$ cat config.mk
export PLATFORM = sky130hd
export DESIGN_NAME = band_meter_top
export DESIGN_NICKNAME = d
export VERILOG_FILES = /design/src/verilog/audio_pkg.sv /design/src/verilog/band_pkg.sv /design/src/verilog/sample_capture.sv /design/src/verilog/iir_bandpass.sv /design/src/verilog/envelope_detector.sv /design/src/verilog/level_output.sv /design/src/verilog/band_meter_top.sv
export SDC_FILE = /design/constraint.sdc
export NUM_CORES = 2
export LEC_CHECK = 0
export BUFFER_PORTS_ARGS = -buffer_cell sky130_fd_sc_hd__buf_2
export CAP_MARGIN = 0
export CORE_MARGIN = 2
export CORE_UTILIZATION = 60
export CTS_CLUSTER_DIAMETER = 120
export DETAILED_ROUTE_END_ITERATION = 7
export GPL_ROUTABILITY_DRIVEN = 0
export PLACE_DENSITY = 0.76
export SYNTH_ARGS = -nofsm -noshare
export SYNTH_HDL_FRONTEND = slang
export SYNTH_SLANG_ARGS = --single-unit
$ cat constraint.sdc
create_clock -name aud_clk -period 25.6 [get_ports aud_clk]
set_input_delay 5.12 -clock aud_clk [delete_from_list [all_inputs] [get_ports aud_clk]]
set_output_delay 5.12 -clock aud_clk [all_outputs]
set_load 0.005 [all_outputs]
$ cat src/verilog/audio_pkg.sv
`default_nettype none

package audio_pkg;

  // Signed 16-bit PCM sample
  typedef logic signed [15:0] sample_t;

  // Left occupies the upper half
  typedef struct packed {
    sample_t left;
    sample_t right;
  } stereo_t;

  // Unsigned power reading
  typedef logic [10:0] level_t;

  // Meter result of 43 bits
  typedef struct packed {
    stereo_t audio;
    level_t  power;
  } meter_out_t;

endpackage

`default_nettype wire

$ cat src/verilog/band_pkg.sv
`default_nettype none

package band_pkg;

  localparam int coef_width = 27;
  localparam int frac_bits  = 23;
  localparam int num_bands  = 6;

  // Signed Q4.23
  typedef logic signed [coef_width-1:0] fixed_t;

  // b1 = b3 = 0, b4 = b0 and the leading denominator tap is one
  typedef struct packed {
    fixed_t b0;
    fixed_t b2;
    fixed_t a1;
    fixed_t a2;
    fixed_t a3;
    fixed_t a4;
  } band_coef_t;

  localparam band_coef_t band_table [0:num_bands-1] = '{
    // 10 Hz to 100 Hz
    '{b0: 27'h0000048,
      b2: 27'h7FFFF70,
      a1: 27'h6011140,
      a2: 27'h3FCCDAA,
      a3: 27'h60330ED,
      a4: 27'h07EF029},
    // 100 Hz to 500 Hz
    '{b0: 27'h0000583,
      b2: 27'h7FFF4FA,
      a1: 27'h604CAFA,
      a2: 27'h3F1C349,
      a3: 27'h60E18C3,
      a4: 27'h07B58FB},
    // 500 Hz to 1 kHz
    '{b0: 27'h0000892,
      b2: 27'h7FFEEDB,
      a1: 27'h60676FA,
      a2: 27'h3ED4B6C,
      a3: 27'h61207B2,
      a4: 27'h07A360D},
    // 1 kHz to 5 kHz
    '{b0: 27'h001D7E8,
      b2: 27'h7FC5030,
      a1: 27'h633FA03,
      a2: 27'h271581F,
      a3: 27'h68254EA,
      a4: 27'h058658B},
    // 5 kHz to 10 kHz
    '{b0: 27'h002C477,
      b2: 27'h7FA7711,
      a1: 27'h66A9DF0,
      a2: 27'h209FEAD,
      a3: 27'h6BF5FBF,
      a4: 27'h05096DD},
    // 10 kHz to 20 kHz
    '{b0: 27'h0093EDC,
      b2: 27'h7ED8248,
      a1: 27'h7168071,
      a2: 27'h0FC755A,
      a3: 27'h770E5BC,
      a4: 27'h032F6A7}
  };

endpackage

`default_nettype wire

$ cat src/verilog/sample_capture.sv
`timescale 1ns/1ps
`default_nettype none

module sample_capture (
  input  wire logic               aud_clk,
  input  wire logic               reset,
  input  wire logic               sample_valid,
  input  wire logic               enable,
  input  wire audio_pkg::stereo_t in_frame,
  output logic                    cap_valid,
  output logic                    cap_enable,
  output band_pkg::fixed_t        cap_x,
  output audio_pkg::stereo_t      cap_frame
);

  // Sample sits at bits 23:8 so full scale maps to 1.0
  localparam int sample_bits = $bits(audio_pkg::sample_t);
  localparam int low_pad     = band_pkg::frac_bits - (sample_bits - 1);
  localparam int high_pad    = band_pkg::coef_width - sample_bits - low_pad;

  always_ff @(posedge aud_clk) begin
    if (reset) begin
      cap_valid  <= 1'b0;
      cap_enable <= 1'b0;
    end else begin
      cap_valid <= sample_valid;
      if (sample_valid) begin
        cap_enable <= enable;
      end
    end
  end

  always_ff @(posedge aud_clk) begin
    if (sample_valid) begin
      cap_frame <= in_frame;
      cap_x     <= {{high_pad{in_frame.left[sample_bits-1]}}, in_frame.left,
                    {low_pad{1'b0}}};
    end
  end

  // Strobes come at most every other cycle
  a_strobe_spacing: assert property (
    @(posedge aud_clk) disable iff (reset)
    sample_valid |=> !sample_valid
  ) else $error("sample_valid high on two consecutive cycles");

endmodule

`default_nettype wire

$ cat src/verilog/iir_bandpass.sv
`timescale 1ns/1ps
`default_nettype none

module iir_bandpass #(
  parameter int band_id = 3
) (
  input  wire logic               aud_clk,
  input  wire logic               reset,
  input  wire logic               cap_valid,
  input  wire logic               cap_enable,
  input  wire band_pkg::fixed_t   cap_x,
  input  wire audio_pkg::stereo_t cap_frame,
  output logic                    filt_valid,
  output logic                    filt_enable,
  output band_pkg::fixed_t        filt_y,
  output audio_pkg::sample_t      filt_right
);

  if (band_id < 0 || band_id >= band_pkg::num_bands) begin : g_band_check
    $error("band_id %0d out of range", band_id);
  end

  localparam band_pkg::band_coef_t coef = band_pkg::band_table[band_id];

  // Q4.23 multiply keeping the low 27 bits of the shifted product
  function automatic band_pkg::fixed_t fmul(band_pkg::fixed_t a, band_pkg::fixed_t b);
    logic signed [2*band_pkg::coef_width-1:0] prod;
    prod = a * b;
    return prod[band_pkg::frac_bits +: band_pkg::coef_width];
  endfunction

  band_pkg::fixed_t z1;
  band_pkg::fixed_t z2;
  band_pkg::fixed_t z3;
  band_pkg::fixed_t z4;
  band_pkg::fixed_t y;
  band_pkg::fixed_t b0_x;
  band_pkg::fixed_t b2_x;
  band_pkg::fixed_t a1_y;
  band_pkg::fixed_t a2_y;
  band_pkg::fixed_t a3_y;
  band_pkg::fixed_t a4_y;

  assign b0_x = fmul(coef.b0, cap_x);
  assign b2_x = fmul(coef.b2, cap_x);

  // Output uses the old z1 and feeds every feedback product
  assign y = b0_x + z1;

  assign a1_y = fmul(coef.a1, y);
  assign a2_y = fmul(coef.a2, y);
  assign a3_y = fmul(coef.a3, y);
  assign a4_y = fmul(coef.a4, y);

  always_ff @(posedge aud_clk) begin
    if (reset) begin
      z1          <= '0;
      z2          <= '0;
      z3          <= '0;
      z4          <= '0;
      filt_valid  <= 1'b0;
      filt_enable <= 1'b0;
    end else begin
      filt_valid <= cap_valid;
      if (cap_valid) begin
        filt_enable <= cap_enable;
      end
      // State is frozen through bypass samples
      if (cap_valid && cap_enable) begin
        z1 <= z2 - a1_y;
        z2 <= b2_x - a2_y + z3;
        z3 <= z4 - a3_y;
        // b4 equals b0
        z4 <= b0_x - a4_y;
      end
    end
  end

  always_ff @(posedge aud_clk) begin
    if (cap_valid) begin
      filt_right <= cap_frame.right;
      if (cap_enable) begin
        filt_y <= y;
      end else begin
        filt_y <= cap_x;
      end
    end
  end

endmodule

`default_nettype wire

$ cat src/verilog/envelope_detector.sv
`timescale 1ns/1ps
`default_nettype none

module envelope_detector #(
  parameter int smooth_shift = 6
) (
  input  wire logic               aud_clk,
  input  wire logic               reset,
  input  wire logic               filt_valid,
  input  wire logic               filt_enable,
  input  wire band_pkg::fixed_t   filt_y,
  input  wire audio_pkg::sample_t filt_right,
  output logic                    env_valid,
  output logic                    env_enable,
  output band_pkg::fixed_t        env_y,
  output audio_pkg::sample_t      env_right,
  output band_pkg::fixed_t        env_level
);

  localparam int msb = band_pkg::coef_width - 1;
  localparam band_pkg::fixed_t max_pos = {1'b0, {msb{1'b1}}};
  localparam band_pkg::fixed_t min_neg = {1'b1, {msb{1'b0}}};

  band_pkg::fixed_t mag;
  band_pkg::fixed_t acc;
  band_pkg::fixed_t diff;
  band_pkg::fixed_t acc_next;

  // Rectifier that clips the most negative input to max
  always_comb begin
    if (!filt_y[msb]) begin
      mag = filt_y;
    end else if (filt_y == min_neg) begin
      mag = max_pos;
    end else begin
      mag = -filt_y;
    end
  end

  // One-pole low-pass
  assign diff     = mag - acc;
  assign acc_next = acc + (diff >>> smooth_shift);

  always_ff @(posedge aud_clk) begin
    if (reset) begin
      acc        <= '0;
      env_valid  <= 1'b0;
      env_enable <= 1'b0;
    end else begin
      env_valid <= filt_valid;
      if (filt_valid) begin
        env_enable <= filt_enable;
        if (filt_enable) begin
          acc <= acc_next;
        end
      end
    end
  end

  always_ff @(posedge aud_clk) begin
    if (filt_valid) begin
      env_y     <= filt_y;
      env_right <= filt_right;
    end
  end

  assign env_level = acc;

  a_level_positive: assert property (
    @(posedge aud_clk) disable iff (reset)
    !env_level[msb]
  ) else $error("env_level went negative: %h", env_level);

endmodule

`default_nettype wire

$ cat src/verilog/level_output.sv
`timescale 1ns/1ps
`default_nettype none

module level_output (
  input  wire logic               aud_clk,
  input  wire logic               reset,
  input  wire logic               env_valid,
  input  wire logic               env_enable,
  input  wire band_pkg::fixed_t   env_y,
  input  wire audio_pkg::sample_t env_right,
  input  wire band_pkg::fixed_t   env_level,
  output logic                    out_valid,
  output audio_pkg::meter_out_t   out_meter
);

  localparam int msb         = band_pkg::coef_width - 1;
  localparam int top_bit     = band_pkg::frac_bits;
  localparam int sample_bits = $bits(audio_pkg::sample_t);
  localparam int level_bits  = $bits(audio_pkg::level_t);

  localparam audio_pkg::sample_t sat_pos = {1'b0, {(sample_bits-1){1'b1}}};
  localparam audio_pkg::sample_t sat_neg = {1'b1, {(sample_bits-1){1'b0}}};

  logic                  in_range;
  audio_pkg::sample_t    sat_left;
  audio_pkg::meter_out_t meter_next;

  // Bits above 23 must all copy the sign of bit 23
  assign in_range = (env_y[msb:top_bit] == {(msb-top_bit+1){env_y[top_bit]}});

  always_comb begin
    if (in_range) begin
      sat_left = env_y[top_bit -: sample_bits];
    end else if (env_y[msb]) begin
      sat_left = sat_neg;
    end else begin
      sat_left = sat_pos;
    end
  end

  always_comb begin
    meter_next.audio.right = env_right;
    if (env_enable) begin
      meter_next.audio.left = sat_left;
      meter_next.power      = env_level[top_bit -: level_bits];
    end else begin
      // Bypass word is the input widened, so this is exact
      meter_next.audio.left = env_y[top_bit -: sample_bits];
      meter_next.power      = '0;
    end
  end

  always_ff @(posedge aud_clk) begin
    if (reset) begin
      out_valid <= 1'b0;
      out_meter <= '0;
    end else begin
      out_valid <= env_valid;
      if (env_valid) begin
        out_meter <= meter_next;
      end
    end
  end

endmodule

`default_nettype wire

$ cat src/verilog/band_meter_top.sv
`timescale 1ns/1ps
`default_nettype none

module band_meter_top #(
  parameter int band_id      = 3,
  parameter int smooth_shift = 6
) (
  input  wire logic               aud_clk,
  input  wire logic               reset,
  input  wire logic               sample_valid,
  input  wire logic               enable,
  input  wire audio_pkg::stereo_t in_frame,
  output logic                    out_valid,
  output audio_pkg::meter_out_t   out_meter
);

  logic               cap_valid;
  logic               cap_enable;
  band_pkg::fixed_t   cap_x;
  audio_pkg::stereo_t cap_frame;

  logic               filt_valid;
  logic               filt_enable;
  band_pkg::fixed_t   filt_y;
  audio_pkg::sample_t filt_right;

  logic               env_valid;
  logic               env_enable;
  band_pkg::fixed_t   env_y;
  audio_pkg::sample_t env_right;
  band_pkg::fixed_t   env_level;

  sample_capture capture0 (
    .aud_clk      (aud_clk),
    .reset        (reset),
    .sample_valid (sample_valid),
    .enable       (enable),
    .in_frame     (in_frame),
    .cap_valid    (cap_valid),
    .cap_enable   (cap_enable),
    .cap_x        (cap_x),
    .cap_frame    (cap_frame)
  );

  iir_bandpass #(
    .band_id (band_id)
  ) filter0 (
    .aud_clk     (aud_clk),
    .reset       (reset),
    .cap_valid   (cap_valid),
    .cap_enable  (cap_enable),
    .cap_x       (cap_x),
    .cap_frame   (cap_frame),
    .filt_valid  (filt_valid),
    .filt_enable (filt_enable),
    .filt_y      (filt_y),
    .filt_right  (filt_right)
  );

  envelope_detector #(
    .smooth_shift (smooth_shift)
  ) envelope0 (
    .aud_clk     (aud_clk),
    .reset       (reset),
    .filt_valid  (filt_valid),
    .filt_enable (filt_enable),
    .filt_y      (filt_y),
    .filt_right  (filt_right),
    .env_valid   (env_valid),
    .env_enable  (env_enable),
    .env_y       (env_y),
    .env_right   (env_right),
    .env_level   (env_level)
  );

  level_output output0 (
    .aud_clk    (aud_clk),
    .reset      (reset),
    .env_valid  (env_valid),
    .env_enable (env_enable),
    .env_y      (env_y),
    .env_right  (env_right),
    .env_level  (env_level),
    .out_valid  (out_valid),
    .out_meter  (out_meter)
  );

endmodule

`default_nettype wire

==> impl_metrics.json <==
{
  "status": "finished, final reports clean",
  "rr_endpoint": "filter0.z4[26]",
  "grt_pass1_wl_um": 312500,
  "cp_max_fo": 12,
  "port_buffers": 79,
  "rsz0062_at_grt": "false",
  "core_sq_mm": 0.1140,
  "multi_input_area_sq_mm": 0.05446,
  "yosys.area.top_type": "fa_1",
  "start_util": 0.6033,
  "cts_resized": 0,
  "ys_seq_area_frac": 0.1018,
  "r2r_start": "capture0.cap_x[14]",
  "drive_above_1_share": 0.03627,
  "antenna_found_initial": 4,
  "grt-ovfl-total": 0,
  "cpMostUsedCell": "fa_1",
  "finClkSkew_ns": 0.03571,
  "r2r_cells": 65,
  "ctsHoldBuffers": 0,
  "seqCellArea_sq_mm": 0.007009,
  "cts.path.max_buffers": 3,
  "avgSynthCellArea_sq_um": 9.436,
  "die_h_um": 342.6,
  "hp-class": "reg -> reg",
  "grt_usage": 0.3539,
  "relSlewSlack": 0.2221,
  "hold_depth": 0,
  "viasPerCell": 5.815,
  "clock.fmax_ghz": 0.05114,
  "clk_pin_slew_worst_paths_ns": 0.07,
  "pin_count": 80,
  "yosysWarnings": 0,
  "crit_arrival_ns": 20.10,
  "grt_max_degree": 131,
  "r2r_slack_ns": 6.05,
  "chipWidth_um": 342.6,
  "synthTopCellsByArea": "fa_1 (32%), ha_1 (25%), inv_1 (10%)",
  "synth_top_cell_area_share": 0.3207,
  "setup_violations": 0,
  "synthDistinctLibCells": 77,
  "crit_path_end_kind": "flop",
  "drt_wl_total_um": 203100,
  "cts_buffers": 31,
  "htree_levels": 1,
  "min_period_ns": 19.55,
  "netlist_area_sq_mm": 0.06880,
  "cts-root-buf": "clkbuf_16",
  "hp-start": "capture0.cap_frame[15]",
  "grt_pass1_vias": 53729,
  "clock_sinks": 295,
  "row_count": 124,
  "post-route-period-util": 0.7638,
  "synthCells": 7291,
  "final_antenna_net_count": 0,
  "n_fill_cell": 9178,
  "route.detailed.drc": 0,
  "final_max_slew_viol_count": 0,
  "async_flop_share": 0,
  "min_to": "filter0.filt_right[15]",
  "finalHoldViolations": 0,
  "dp_hpwl_um": 170600,
  "dr.pass1.iters": 7,
  "area_growth_pct": 5.269,
  "clock_latency_ns": 0.64,
  "required_ns": 26.15,
  "fin_tns_setup_ns": 0,
  "synth.ff_latch_count": 295,
  "cts_setup_buffers": 0,
  "dieArea_sq_mm": 0.1174,
  "cp-start-kind": "flop",
  "drv_cap": 0,
  "synth-main-ff-cell": "dfxtp_1",
  "cp_slowest_cell": "xor2_1",
  "synth-edff-count": 110,
  "drt_iter0_drc": 4431,
  "nets": 9862,
  "slowest_delay_ns": 0.77,
  "routedWlPerCell_um": 22.81,
  "via_count": 51774,
  "cts_tree": "built",
  "tightest_slew_ns": 1.159,
  "crit_type": "reg -> reg"
}
==> synthesized netlist by cell type, drive strengths merged (29+ instances only) <==
library cell,n
nand4,29
xor2,143
edfxtp,110
fa,1102
inv,1904
or3,30
and2,41
a211oi,40
nand3,74
nor2,295
o21a,54
or2,31
dfxtp,185
a21o,103
o21ai,185
xnor2,219
ha,1359
clkbuf,75
a21oi,385
nand2b,67
nor2b,84
nor3,79
nand2,357
==> flip-flops by register name, indices dropped and copies added (netlist names), 16 cells and up <==
signal               count
filter0.z2              27
output0.out_meter       43
envelope0.env_y         19
filter0.z1              27
envelope0.env_right     16
filter0.filt_right      16
capture0.cap_x          16
envelope0.env_level     27
filter0.filt_y          27
filter0.z4              27
capture0.cap_frame      16
filter0.z3              27
==> cells in the final DEF, fill, tap and decap left out, types with 32 or more instances in the layout <==
master | Yosys | layout
fa_1 | 1102 | 1102
nand2_1 | 357 | 356
o21a_1 | 54 | 54
nor2_1 | 295 | 295
xor2_1 | 143 | 133
buf_2 | 10 | 78
o21ai_0 | 180 | 180
inv_1 | 1904 | 1902
a21oi_1 | 385 | 384
a21o_1 | 103 | 103
dfxtp_1 | 185 | 183
nand2b_1 | 67 | 67
edfxtp_1 | 110 | 110
ha_1 | 1359 | 1359
xnor2_1 | 218 | 209
nand3_1 | 74 | 74
buf_4 | 0 | 54
and2_1 | 41 | 40
a211oi_1 | 39 | 39
nor2b_1 | 84 | 84
clkbuf_16 | 0 | 32
nor3_1 | 79 | 79
==> through the flow <==
step | utilization | area [sq um] | setup slack, ns | instances | hold WS [ns]
final | 0.6351 | 72420 | 6.047 | 8904 | 0.4141
after global routing | 0.6350 | 72420 | 5.268 | 8902 | 0.4212
after CTS | 0.6350 | 72420 | 6.625 | 8902 | 0.4175
after detailed placement | 0.6256 | 71330 | 6.682 | 8844 | 0.4054
after global placement | 0.6256 | 71330 | 7.020 | 8844 | 0.4007
after floorplan | - | 68810 | 7.598 | 7294 | 0.4003
==> critical path, delay by kind of cell (launching register included) <==
| kind | cells | cell delay (ns) |
|---|---|---|
| adder cells (fa/ha/maj) | 17 | 7.86 |
| AO/OA/AOI/OAI | 24 | 6.15 |
| AND/OR/NAND/NOR | 12 | 2.20 |
| buffers and inverters | 10 | 1.76 |
| XOR/XNOR | 2 | 0.91 |
| flip-flops | 1 | 0.57 |
==> area by class of cell <==
class / count / share of cell area
antenna: 2 / 0.00006911
clock buffer: 41 / 0.01221
clock inverter: 17 / 0.002712
inverter: 1904 / 0.09869
multi-input combinational: 4999 / 0.7520
sequential: 295 / 0.09678
tap: 1512 / 0.02612
timing repair buffer: 134 / 0.01142
==> kinds of logic (layout without fill, tap and decap cells) <==
logic type                 Yosys count  after routing  synth area share
DFF                                295            295            0.1018
buffers and inverters             2000           2096            0.1093
AOI/OAI and AO/OA                  984            984           0.08935
muxes                               26             26          0.003892
adders and majority gates         2461           2461            0.5678
and+or+nand+nor                   1156           1156           0.07955
xor gates and xnor gates           368            368           0.04816
other                                1              6        0.00005451
==> per-layer routing <==
metal | vias up | GRT usage | share of wire
li1 | 23201 | - | -
met1 | 25215 | 0.4526 | 0.38
met2 | 2640 | 0.5166 | 0.42
met3 | 712 | 0.1173 | 0.12
met4 | 6 | 0.2241 | 0.082
met5 | - | 0 | 0.00021
==> worst max path at each step <==
stage                     endpoint          startpoint  cells after the start
detailed placement  filter0.z3[26]  capture0.cap_x[17]                     68
global route        filter0.z4[26]  capture0.cap_x[14]                     64
global placement    filter0.z3[26]  capture0.cap_x[18]                     67
floorplan           filter0.z2[25]  capture0.cap_x[23]                     69
CTS                 filter0.z3[26]  capture0.cap_x[14]                     68
finish              filter0.z4[26]  capture0.cap_x[14]                     65
Power is left out: the tool's default activity adds up to more than one toggle a clock period on the data nets, which glitch-free logic cannot reach.
